## src/rtl/sdu_uart_pkg.sv

```systemverilog
`default_nettype none

package sdu_uart_pkg;

    // clk cycles per serial bit, shared by both line directions
    localparam int bit_cycles = 8;

    // offset from a bit edge to its sample point
    localparam int half_bit = 4;

    // one received byte with its strobe
    typedef struct packed {
        logic       valid;
        logic [7:0] data;
    } rx_byte_t;

endpackage

`default_nettype wire

```

## src/rtl/sdu_dbg_pkg.sv

```systemverilog
`default_nettype none

package sdu_dbg_pkg;

    // command opcodes and reply bytes
    localparam logic [7:0] op_read   = 8'h52;
    localparam logic [7:0] op_write  = 8'h57;
    localparam logic [7:0] ack_write = 8'h4B;
    localparam logic [7:0] reply_bad = 8'h3F;

    localparam int mem_depth = 16;

    // low bits of the address byte
    typedef logic [$clog2(mem_depth)-1:0] addr_t;

    typedef struct packed {
        logic       we;
        addr_t      addr;
        logic [7:0] wdata;
    } mem_req_t;

endpackage

`default_nettype wire

```

## src/rtl/uart_rx.sv

```systemverilog
`timescale 1ns/100ps
`default_nettype none

module uart_rx (
    input  wire                    clk,
    input  wire                    rst_n,
    input  wire                    rxd,
    output sdu_uart_pkg::rx_byte_t rx
);

    typedef enum logic [2:0] {
        st_idle,
        st_start,
        st_data,
        st_stop,
        st_wait_high
    } state_t;

    state_t state;
    logic   rxd_q1;
    logic   rxd_q2;
    logic   valid_q;
    logic   sample;
    logic [2:0] bit_cnt;
    logic [7:0] shreg;
    logic [$clog2(sdu_uart_pkg::bit_cycles)-1:0] cyc_cnt;

    // start bit is checked at half a bit, every later bit one full bit on
    assign sample = (int'(cyc_cnt) == (state == st_start ? sdu_uart_pkg::half_bit
                                                         : sdu_uart_pkg::bit_cycles) - 1);

    always_ff @(posedge clk or negedge rst_n) begin
        if (!rst_n) begin
            rxd_q1  <= 1'b1;
            rxd_q2  <= 1'b1;
            state   <= st_idle;
            cyc_cnt <= '0;
            bit_cnt <= '0;
            valid_q <= 1'b0;
        end else begin
            rxd_q1  <= rxd;
            rxd_q2  <= rxd_q1;
            valid_q <= 1'b0;
            cyc_cnt <= cyc_cnt + 1'b1;
            case (state)
                st_idle: begin
                    cyc_cnt <= '0;
                    if (!rxd_q2) begin
                        state <= st_start;
                    end
                end
                st_start: begin
                    if (sample) begin
                        cyc_cnt <= '0;
                        bit_cnt <= '0;
                        // glitch, not a real start bit
                        state   <= rxd_q2 ? st_idle : st_data;
                    end
                end
                st_data: begin
                    if (sample) begin
                        cyc_cnt <= '0;
                        bit_cnt <= bit_cnt + 1'b1;
                        if (bit_cnt == 3'd7) begin
                            state <= st_stop;
                        end
                    end
                end
                st_stop: begin
                    if (sample) begin
                        if (rxd_q2) begin
                            valid_q <= 1'b1;
                            state   <= st_idle;
                        end else begin
                            // framing error, byte dropped
                            state <= st_wait_high;
                        end
                    end
                end
                st_wait_high: begin
                    if (rxd_q2) begin
                        state <= st_idle;
                    end
                end
                default: state <= st_idle;
            endcase
        end
    end

    // lsb first
    always_ff @(posedge clk) begin
        if (state == st_data && sample) begin
            shreg <= {rxd_q2, shreg[7:1]};
        end
    end

    assign rx = '{valid: valid_q, data: shreg};

    a_single_strobe: assert property (@(posedge clk) disable iff (!rst_n)
        rx.valid |=> !rx.valid)
        else $error("rx.valid high two cycles in a row");

endmodule

`default_nettype wire

```

## src/rtl/uart_tx.sv

```systemverilog
`timescale 1ns/100ps
`default_nettype none

module uart_tx (
    input  wire       clk,
    input  wire       rst_n,
    input  wire [7:0] tx_data,
    input  wire       tx_start,
    output logic      txd,
    output logic      tx_busy
);

    logic [9:0] frame;
    logic [3:0] bit_cnt;
    logic       busy_q;
    logic [$clog2(sdu_uart_pkg::bit_cycles)-1:0] cyc_cnt;

    always_ff @(posedge clk or negedge rst_n) begin
        if (!rst_n) begin
            // all ones keeps the line idle high
            frame   <= '1;
            cyc_cnt <= '0;
            bit_cnt <= '0;
            busy_q  <= 1'b0;
        end else if (!busy_q) begin
            if (tx_start) begin
                frame   <= {1'b1, tx_data, 1'b0};
                cyc_cnt <= '0;
                bit_cnt <= '0;
                busy_q  <= 1'b1;
            end
        end else begin
            cyc_cnt <= cyc_cnt + 1'b1;
            if (int'(cyc_cnt) == sdu_uart_pkg::bit_cycles - 1) begin
                cyc_cnt <= '0;
                // refill with stop level
                frame   <= {1'b1, frame[9:1]};
                bit_cnt <= bit_cnt + 1'b1;
                if (bit_cnt == 4'd9) begin
                    busy_q <= 1'b0;
                end
            end
        end
    end

    assign txd     = frame[0];
    assign tx_busy = busy_q;

    a_idle_high: assert property (@(posedge clk) disable iff (!rst_n)
        !tx_busy |-> txd)
        else $error("txd low while transmitter idle");

    a_no_start_busy: assert property (@(posedge clk) disable iff (!rst_n)
        tx_start |-> !tx_busy)
        else $error("tx_start while transmitter busy");

endmodule

`default_nettype wire

```

## src/rtl/dbg_mem.sv

```systemverilog
`timescale 1ns/100ps
`default_nettype none

module dbg_mem (
    input  wire                   clk,
    input  wire                   rst_n,
    input  wire sdu_dbg_pkg::mem_req_t req,
    output logic [7:0]            rdata
);

    logic [7:0] mem [sdu_dbg_pkg::mem_depth];

    always_ff @(posedge clk or negedge rst_n) begin
        if (!rst_n) begin
            for (int i = 0; i < sdu_dbg_pkg::mem_depth; i++) begin
                mem[i] <= '0;
            end
        end else if (req.we) begin
            mem[req.addr] <= req.wdata;
        end
    end

    // read is combinational so a read reply leaves in the next cycle
    assign rdata = mem[req.addr];

endmodule

`default_nettype wire

```

## src/rtl/dbg_cmd.sv

```systemverilog
`timescale 1ns/100ps
`default_nettype none

module dbg_cmd (
    input  wire                        clk,
    input  wire                        rst_n,
    input  wire sdu_uart_pkg::rx_byte_t rx,
    input  wire [7:0]                  rdata,
    input  wire                        tx_busy,
    output sdu_dbg_pkg::mem_req_t      req,
    output logic [7:0]                 tx_data,
    output logic                       tx_start
);

    typedef enum logic [1:0] {
        st_wait_op,
        st_wait_addr,
        st_wait_data,
        st_reply
    } state_t;

    typedef enum logic [1:0] {
        sel_read,
        sel_ack,
        sel_bad
    } reply_sel_t;

    state_t             state;
    reply_sel_t         reply_sel;
    sdu_dbg_pkg::addr_t addr_q;
    logic [7:0]         wdata_q;
    logic               send;

    always_ff @(posedge clk or negedge rst_n) begin
        if (!rst_n) begin
            state     <= st_wait_op;
            reply_sel <= sel_bad;
        end else begin
            case (state)
                st_wait_op: begin
                    if (rx.valid) begin
                        if (rx.data == sdu_dbg_pkg::op_read) begin
                            reply_sel <= sel_read;
                            state     <= st_wait_addr;
                        end else if (rx.data == sdu_dbg_pkg::op_write) begin
                            reply_sel <= sel_ack;
                            state     <= st_wait_addr;
                        end else begin
                            reply_sel <= sel_bad;
                            state     <= st_reply;
                        end
                    end
                end
                st_wait_addr: begin
                    if (rx.valid) begin
                        state <= (reply_sel == sel_ack) ? st_wait_data : st_reply;
                    end
                end
                st_wait_data: begin
                    if (rx.valid) begin
                        state <= st_reply;
                    end
                end
                // incoming bytes are ignored here
                st_reply: begin
                    if (!tx_busy) begin
                        state <= st_wait_op;
                    end
                end
                default: state <= st_wait_op;
            endcase
        end
    end

    always_ff @(posedge clk) begin
        if (rx.valid && state == st_wait_addr) begin
            addr_q <= rx.data[$bits(sdu_dbg_pkg::addr_t)-1:0];
        end
        if (rx.valid && state == st_wait_data) begin
            wdata_q <= rx.data;
        end
    end

    // reply leaves as soon as the transmitter is free
    assign send     = (state == st_reply) && !tx_busy;
    assign tx_start = send;

    // write commits together with its ack
    assign req = '{we: send && (reply_sel == sel_ack), addr: addr_q, wdata: wdata_q};

    always_comb begin
        case (reply_sel)
            sel_read: tx_data = rdata;
            sel_ack:  tx_data = sdu_dbg_pkg::ack_write;
            default:  tx_data = sdu_dbg_pkg::reply_bad;
        endcase
    end

    // a write strobe only rides on a rising reply strobe, and both last one cycle
    a_we_with_reply: assert property (@(posedge clk) disable iff (!rst_n)
        (req.we || tx_start) |-> $rose(tx_start) ##1 !(req.we || tx_start))
        else $error("write or reply strobe not a single cycle with tx_start");

endmodule

`default_nettype wire

```

## src/rtl/sdu_top.sv

```systemverilog
`timescale 1ns/100ps
`default_nettype none

module sdu_top (
    input  wire        clk,
    input  wire        rst_n,
    input  wire        rxd,
    output logic       txd,
    output logic [7:0] scan_byte
);

    sdu_uart_pkg::rx_byte_t rx;
    sdu_dbg_pkg::mem_req_t  req;
    logic [7:0]             rdata;
    logic [7:0]             tx_data;
    logic                   tx_start;
    logic                   tx_busy;

    uart_rx uart_rx_i (
        .clk   (clk),
        .rst_n (rst_n),
        .rxd   (rxd),
        .rx    (rx)
    );

    dbg_mem dbg_mem_i (
        .clk   (clk),
        .rst_n (rst_n),
        .req   (req),
        .rdata (rdata)
    );

    dbg_cmd dbg_cmd_i (
        .clk      (clk),
        .rst_n    (rst_n),
        .rx       (rx),
        .rdata    (rdata),
        .tx_busy  (tx_busy),
        .req      (req),
        .tx_data  (tx_data),
        .tx_start (tx_start)
    );

    uart_tx uart_tx_i (
        .clk      (clk),
        .rst_n    (rst_n),
        .tx_data  (tx_data),
        .tx_start (tx_start),
        .txd      (txd),
        .tx_busy  (tx_busy)
    );

    // last nonzero byte seen on the line
    always_ff @(posedge clk or negedge rst_n) begin
        if (!rst_n) begin
            scan_byte <= '0;
        end else if (rx.valid && rx.data != 8'h00) begin
            scan_byte <= rx.data;
        end
    end

endmodule

`default_nettype wire

```

## config.mk

```make
export PLATFORM = sky130hd
export DESIGN_NAME = sdu_top
export DESIGN_NICKNAME = d
export VERILOG_FILES = /design/src/rtl/sdu_uart_pkg.sv /design/src/rtl/sdu_dbg_pkg.sv /design/src/rtl/uart_rx.sv /design/src/rtl/uart_tx.sv /design/src/rtl/dbg_mem.sv /design/src/rtl/dbg_cmd.sv /design/src/rtl/sdu_top.sv
export SDC_FILE = /design/constraint.sdc
export NUM_CORES = 1
export LEC_CHECK = 0
export BUFFER_PORTS_ARGS = -buffer_cell sky130_fd_sc_hd__buf_4
export CAP_MARGIN = 30
export CORE_MARGIN = 2
export CORE_UTILIZATION = 54
export DETAILED_ROUTE_END_ITERATION = 8
export MAX_ROUTING_LAYER = met4
export PLACE_DENSITY = 0.79
export RECOVER_POWER = 50
export SYNTH_ARGS = -nofsm -noshare
export SYNTH_HDL_FRONTEND = slang
export SYNTH_HIERARCHICAL = 1
export SYNTH_SLANG_ARGS = --single-unit
```

## constraint.sdc

```tcl
create_clock -name clk -period 7.17 [get_ports clk]
set_input_delay 1.434 -clock clk [delete_from_list [all_inputs] [get_ports clk]]
set_output_delay 1.434 -clock clk [all_outputs]
set_load 0.01 [all_outputs]
```

==> results of run 1 <==
[cells by family (layout without fill, tap and decap cells)]
group / after synthesis / count (layout)
fa+ha+maj: 12 / 12
compound gates: 73 / 73
mux: 178 / 178
simple gates: 104 / 104
buf+inv: 47 / 57
flops: 189 / 189
xor+xnor: 5 / 5
[per-stage QoR]
step,area (sq um),setup WS [ns],std cells,utilization
4_1_cts,9730,3.71,836,0.591
6_report,9730,3.91,838,0.591
3_3_place_gp,9140,3.83,804,0.555
3_5_place_dp,9140,3.72,804,0.555
2_1_floorplan,9010,4.83,608,-
5_1_grt,9730,3.60,838,0.591
[cell usage after synthesis, drive strengths merged, types with 7 or more instances]
master / n / area (sq um)
mux2: 130 / 1460
dfstp: 12 / 315
o21ai: 13 / 65.1
dfrtp: 157 / 3930
nor3: 10 / 82.6
a21oi: 12 / 60.1
nand2: 19 / 78.8
or4b: 8 / 80.1
edfxtp: 20 / 601
inv: 7 / 26.3
a22oi: 17 / 128
buf: 29 / 230
mux4: 32 / 721
mux2i: 16 / 160
clkbuf: 11 / 41.3
and2b: 7 / 60.1
ha: 12 / 150
a211oi: 9 / 67.6
nor2: 17 / 91.3
[registers in the layout (all words and copies together) (netlist names), 2 cells and up]
name                 cells
dbg_cmd_i/addr_q         4
dbg_cmd_i/reply_sel      2
dbg_cmd_i/state          2
dbg_cmd_i/wdata_q        8
dbg_mem_i/mem          128
scan_byte                8
uart_rx_i/bit_cnt        3
uart_rx_i/cyc_cnt        3
uart_rx_i/shreg          8
uart_rx_i/state          3
uart_tx_i/bit_cnt        4
uart_tx_i/cyc_cnt        3
uart_tx_i/frame          9
[power breakdown]
group / total (mW) / internal [mW] / switching (mW)
sequential: 1.29 / 1.18 / 0.105
clock: 0.932 / 0.471 / 0.462
combinational: 0.375 / 0.189 / 0.185
[how the worst min path moves through the flow]
stage                                from                    endpoint  slack, ns  cells past startpoint
6_report       uart_rx_i/rxd_q1$_DFF_PN1_  uart_rx_i/rxd_q2$_DFF_PN1_       0.37                      0
5_1_grt        uart_rx_i/rxd_q1$_DFF_PN1_  uart_rx_i/rxd_q2$_DFF_PN1_       0.37                      0
4_1_cts        uart_rx_i/rxd_q1$_DFF_PN1_  uart_rx_i/rxd_q2$_DFF_PN1_       0.36                      0
3_5_place_dp   uart_rx_i/rxd_q1$_DFF_PN1_  uart_rx_i/rxd_q2$_DFF_PN1_       0.35                      0
3_3_place_gp   uart_rx_i/rxd_q1$_DFF_PN1_  uart_rx_i/rxd_q2$_DFF_PN1_       0.35                      0
2_1_floorplan  uart_rx_i/rxd_q1$_DFF_PN1_  uart_rx_i/rxd_q2$_DFF_PN1_       0.35                      0
[placed cells by master (no fill, tap or decap), types with 3 or more instances in the layout]
master     count
nor3b_1        3
a21oi_1       12
dfrtp_1      157
nor2b_1        5
inv_8          6
nand2b_1       3
nand3_2        4
dfstp_2       11
a21o_1         4
a211oi_1       9
buf_4         13
nor2_1        13
and4b_1        3
or4b_1         8
mux4_2        32
o21ai_0       11
a22o_1         5
or3_1          3
ha_1          12
edfxtp_1      20
inv_6          6
mux2_2       130
inv_1          7
mux2i_1       16
a22oi_1       17
clkbuf_16     17
and2b_2        6
nand2_1       18
xnor2_1        3
nor3_1         7
[final cells by class]
class | instances | area share
Clock buffer | 17 | 0.0437
Clock inverter | 15 | 0.0166
Inverter | 7 | 0.00270
Multi-Input combinational cell | 372 | 0.395
Sequential cell | 189 | 0.498
Tap cell | 220 | 0.0283
Timing Repair Buffer | 18 | 0.0156
[metal layers]
layer,vias up,part of all wire
met5,-,0
met4,0,0.022
met3,26,0.050
met2,91,0.49
met1,2677,0.44
li1,2293,-
[critical path: stages, from the launching register on]
cell and delay [ns]:
dfrtp_1 0.68, nor2b_1 0.32, clkbuf_1 0.46, nor3b_1 0.33, buf_4 0.25, nand2_1 0.16
nor4bb_1 0.36, buf_4 0.23, mux2_2 0.35
==> results.json, run 1 <==
{
  "floorplan.die_area_sq_um": 17700,
  "critPathCaptureType": "flop",
  "mappedNetlistNets": 623,
  "regToRegSetupSlack_ns": 3.91,
  "crit_arrival_ns": 3.59,
  "dp_hpwl_um": 11200,
  "yosysUniqueCellTypes": 64,
  "clk_root_buffer_cell": "clkbuf_16",
  "area_growth_pct": 7.93,
  "yosys.area_share.simple": 0.0919,
  "fin_worst_skew_ns": 0.0123,
  "maximum_clock_frequency_ghz": 0.307,
  "power_density_nw_per_um2": 267,
  "synth-compound-area-share": 0.0559,
  "detailedRoute.firstPassIterationCount": 4,
  "hold_buffers": 0,
  "route.detailed.drc": 0,
  "max_slew_margin": 0.356,
  "cts_tree": "done",
  "groute.layer.met3.usage": 0.0556,
  "post-route-min-period_ns": 3.26,
  "cts_buffer_depth": 2,
  "globalRouteMet1Util": 0.289,
  "yosys_warnings": 6,
  "final_layout_size_suffix_gt1_frac": 0.405,
  "grt_setup_unrepaired": "false",
  "core-area_sq_um": 16500,
  "synth_edf_count": 20,
  "synth_fa_ha_area_frac": 0.0167,
  "rows": 47,
  "synth_top_family_by_area": "multiplexers",
  "critical_path.endpoint": "dbg_mem_i/mem[9]$_DFFE_PN0P_",
  "startpoint_type": "flop",
  "grt_pass1_wl_um": 28400,
  "layout.area.seq_sq_um": 4840,
  "finalSetupViolations": 0,
  "globalplace.congestion": 0.796,
  "grt_usage": 0.216,
  "postSynthAreaPerCell_sq_um": 14.8,
  "antenna_found_initial": 0,
  "syn-instance-count": 608,
  "classification_of_the_worst_setup_path": "flop to flop",
  "multi_input_area_sq_um": 3840,
  "critPathMaxFanout": 28,
  "static-leakage-power_nw": 4.40,
  "async_reset_ff_frac": 0.894,
  "logic_depth_of_the_worst_register_to_register_path": 8,
  "ant_nets": 0,
  "grt_busiest_layer": "met2",
  "synth.ff_latch_count": 189,
  "synthesized_cell_area_sq_um": 9010,
  "gr-usage-met2": 0.324,
  "tcrit_tclk_final": 0.455,
  "max-vdd-ir-drop_mv": 0.183,
  "initial_utilization": 0.547,
  "tns_ns": 0,
  "largest_net_degree_at_the_start_of_global_routing": 93,
  "hp-class": "flop to flop",
  "clk-insertion-delay-late_ns": 0.44,
  "antenna-diode-count": 0,
  "finalHoldViolCount": 0,
  "crit_start": "uart_tx_i/tx_busy$_DFF_PN0_",
  "postCtsSetupBuffers": 0,
  "globalRoute.totalOverflow": 0,
  "first_global_vias": 5264,
  "chipWidth_um": 133,
  "result_of_the_run": "finished clean",
  "dr_total_vias": 5087,
  "cts_resized": 0,
  "total_power_mw": 2.60,
  "numCtsBuffers": 17,
  "drt-wirelength-per-cell_um": 20.8,
  "synth_ff_type": "dfrtp_1",
  "cts_max_level": 4,
  "detail_route.wirelength_um": 17400,
  "critical_path_required_ns": 7.50,
  "clkSlewWorstSetupHoldPaths_ns": 0.08,
  "worstMarginPinSlew_ns": 0.967,
  "floorplan.die.height_um": 133,
  "timing_max_transition_violations_final": 0,
  "cap_viol_max_count": 0,
  "nFillCells": 1254,
  "pin_count": 12,
  "total_nets_final": 620,
  "clkSinkCount": 189,
  "port_buffer_count": 11,
  "timing.hold.ws_ns": 0.366,
  "route.detailed.vias_per_inst": 6.07,
  "timing.rr.start": "uart_tx_i/tx_busy$_DFF_PN0_",
  "yosys-mux-area-fraction": 0.260,
  "detail_route.iter0.violations": 392,
  "regToRegEndpoint": "dbg_mem_i/mem[9]$_DFFE_PN0P_",
  "yosys.area_share.xor_xnor": 0.00486,
  "yosysSeqAreaShare": 0.537
}
Power figures use the tool's default switching activity.
==> inputs of run 2 (changes only) <==
--- a/config.mk
+++ b/config.mk
@@ -11,7 +11,7 @@
 export CORE_UTILIZATION = 54
 export DETAILED_ROUTE_END_ITERATION = 8
 export MAX_ROUTING_LAYER = met4
-export PLACE_DENSITY = 0.79
+export PLACE_DENSITY = 0.82
 export RECOVER_POWER = 50
 export SYNTH_ARGS = -nofsm -noshare
 export SYNTH_HDL_FRONTEND = slang
==> constraint.sdc (replaced) <==
create_clock -name clk -period 2.95 [get_ports clk]
set_input_delay 0.59 -clock clk [delete_from_list [all_inputs] [get_ports clk]]
set_output_delay 0.59 -clock clk [all_outputs]
set_load 0.01 [all_outputs]
==> run 2 against run 1 <==
  * The flow now finishes with violations (max-capacitance violations, max-slew violations)
  * Critical path depth is the same
  * Clock skew shrank 0.0032 ns
  * Setup slack lost 3.4 ns
  * First-iteration DRC count grew 1.8%
  * Fmax grew 32%
  * Final cell count grew 0.36%
  * Clock power grew 140%
  * Sequential share of layout area shrank 0.27 points
  * Die area is the same
  * Critical endpoint is now dbg_mem_i/mem[14]$_DFFE_PN0P_
  * Largest cell class unchanged
==> results.json, run 2 (synthesis gave the netlist of run 1 again) <==
{
  "clk_root_buffer_cell": "clkbuf_16",
  "startpoint_type": "flop",
  "critPathCaptureType": "flop",
  "result_of_the_run": "finished with violations",
  "internal_power_mw": 4.68,
  "floorplan.die_area_sq_um": 17700,
  "tcrit_tclk_final": 0.835,
  "clkSinkCount": 189,
  "hp-class": "input port to async pin",
  "final_layout_size_suffix_gt1_frac": 0.412,
  "route.detailed.drc": 0,
  "cts_max_level": 4,
  "grt_pass1_wl_um": 30600,
  "max_slew_margin": -0.132,
  "numCtsBuffers": 17,
  "switchingPower_mw": 1.71,
  "place_worst_setup_slack_ns": 0.530,
  "detail_route.wirelength_um": 18600,
  "combinationalPowerShare": 0.153,
  "critPathMaxFanout": 8,
  "antenna_found_initial": 0,
  "postCtsSetupBuffers": 0,
  "final_cells": 841,
  "cts_tree": "done",
  "regToRegEndpoint": "dbg_mem_i/mem[14]$_DFFE_PN0P_",
  "seqPwrFrac": 0.489,
  "layout_commonest_cell": "dfrtp_1",
  "tns_ns": 0,
  "detail_route.iter0.violations": 399,
  "crit_arrival_ns": 2.79,
  "cap_viol_max_count": 1,
  "globalplace.congestion": 0.884,
  "register_with_the_highest_flop_count": "dbg_mem_i/mem",
  "drt-wirelength-per-cell_um": 22.1,
  "flip_flop_count_of_the_largest_register_all_copies_and_words_added": 128,
  "area_growth_pct": 8.51,
  "static-leakage-power_nw": 4.42,
  "initial_utilization": 0.547,
  "power_density_nw_per_um2": 653,
  "groute.layer.met3.usage": 0.0571,
  "largest_net_degree_at_the_start_of_global_routing": 70,
  "hold_buffers": 0,
  "timing_max_transition_violations_final": 70,
  "regToRegSetupSlack_ns": 0.49,
  "grt_setup_unrepaired": "false",
  "clkSlewWorstSetupHoldPaths_ns": 0.07,
  "reg_top3": "dbg_mem_i/mem: 128 flops, uart_tx_i/frame: 9 flops",
  "maximum_clock_frequency_ghz": 0.406,
  "post-route-min-period_ns": 2.46,
  "pin_count": 12,
  "timing.rr.start": "dbg_cmd_i/state[1]$_DFFE_PN0P_",
  "antenna-diode-count": 0,
  "rows": 47,
  "grt_busiest_layer": "met2",
  "grt_usage": 0.234,
  "placed_cells_incl_taps": 809,
  "fin_worst_skew_ns": 0.00910,
  "chipWidth_um": 133,
  "worstMarginPinSlew_ns": 1.70,
  "clk-insertion-delay-late_ns": 0.44,
  "max-vdd-ir-drop_mv": 0.585,
  "classification_of_the_worst_setup_path": "flop to flop",
  "core-area_sq_um": 16500,
  "cts_resized": 0,
  "timing.final.ws_setup_ns": 0.488,
  "cts_buffer_depth": 2,
  "route.detailed.vias_per_inst": 6.19,
  "finalHoldViolCount": 0,
  "port_buffer_count": 11,
  "floorplan.die.height_um": 133,
  "finalSetupViolations": 0,
  "globalRoute.totalOverflow": 0,
  "detailedRoute.firstPassIterationCount": 5,
  "fin_util": 0.594,
  "clockPowerShare": 0.357,
  "total_nets_final": 623,
  "violated_checks": "max-capacitance violations, max-slew violations",
  "logic_depth_of_the_worst_register_to_register_path": 8,
  "dp_hpwl_um": 12000,
  "ant_nets": 0,
  "power.switching_fraction": 0.268,
  "first_global_vias": 5487,
  "dr_total_vias": 5209,
  "globalRouteMet1Util": 0.297,
  "layout_common_cells": "dfrtp_1, mux2_2, mux4_2, edfxtp_1, nand2_1",
  "critical_path_required_ns": 3.28,
  "gr-usage-met2": 0.372
}
## run 2: changes by cell type in the layout (fill, tap and decap cells not counted), sizes merged
cell | before | now
inv | 19 | 7
clkinv | 3 | 8
clkbuf | 20 | 24
bufinv | 0 | 3
buf | 15 | 17
clkinvlp | 0 | 1
## run 2: worst max-delay path by stage
stage | from | to | depth (start not counted)
after floorplan | dbg_cmd_i/state[1]$_DFFE_PN0P_ | dbg_mem_i/mem[10]$_DFFE_PN0P_ | 8
after global placement | dbg_cmd_i/state[1]$_DFFE_PN0P_ | dbg_mem_i/mem[12]$_DFFE_PN0P_ | 8
after detailed placement | dbg_cmd_i/state[1]$_DFFE_PN0P_ | dbg_mem_i/mem[14]$_DFFE_PN0P_ | 8
after CTS | dbg_cmd_i/state[1]$_DFFE_PN0P_ | dbg_mem_i/mem[13]$_DFFE_PN0P_ | 8
after global routing | dbg_cmd_i/state[1]$_DFFE_PN0P_ | dbg_mem_i/mem[13]$_DFFE_PN0P_ | 8
final | dbg_cmd_i/state[1]$_DFFE_PN0P_ | dbg_mem_i/mem[14]$_DFFE_PN0P_ | 8
## run 2: metrics by stage
step | area, sq um | total power [mW] | hold slack [ns]
after floorplan | 9010 | 3.85 | 0.294
after CTS | 9800 | 6.43 | 0.0936
after global placement | 9220 | 4.04 | 0.345
after detailed placement | 9220 | 4.14 | 0.354
final | 9780 | 6.39 | 0.0740
after global routing | 9780 | 6.69 | 0.108
## run 2: area by class of cell
cell class / instances / area (sq um)
fill: 1269 / 6690
sequential: 189 / 4840
multi-input combinational: 372 / 3870
clock buffer: 20 / 437
tap: 220 / 275
timing repair buffer: 21 / 178
clock inverter: 12 / 149
inverter: 7 / 26.3
## run 2: power groups by stage
stage / Combinational, mW / Sequential, mW / Clock [mW]
detailed placement: 0.980 / 3.16 / 0
floorplan: 0.776 / 3.07 / 0
CTS: 0.981 / 3.12 / 2.33
global route: 1.08 / 3.16 / 2.45
finish: 0.978 / 3.13 / 2.28
global placement: 0.901 / 3.14 / 0
## run 2: critical path, stage by stage, from the launching register on
cell and delay, ns:
dfrtp_1 0.41, ha_1 0.21, nor2b_1 0.19, nor3b_1 0.22, buf_4 0.23, nand2_1 0.17, nor4bb_1 0.33, buf_4 0.24
mux2_2 0.36
## run 2: per-layer routing
metal,routed length [um],up-vias
met5,0,-
met4,374,0
met3,909,36
met2,9540,122
met1,7750,2756
li1,-,2295
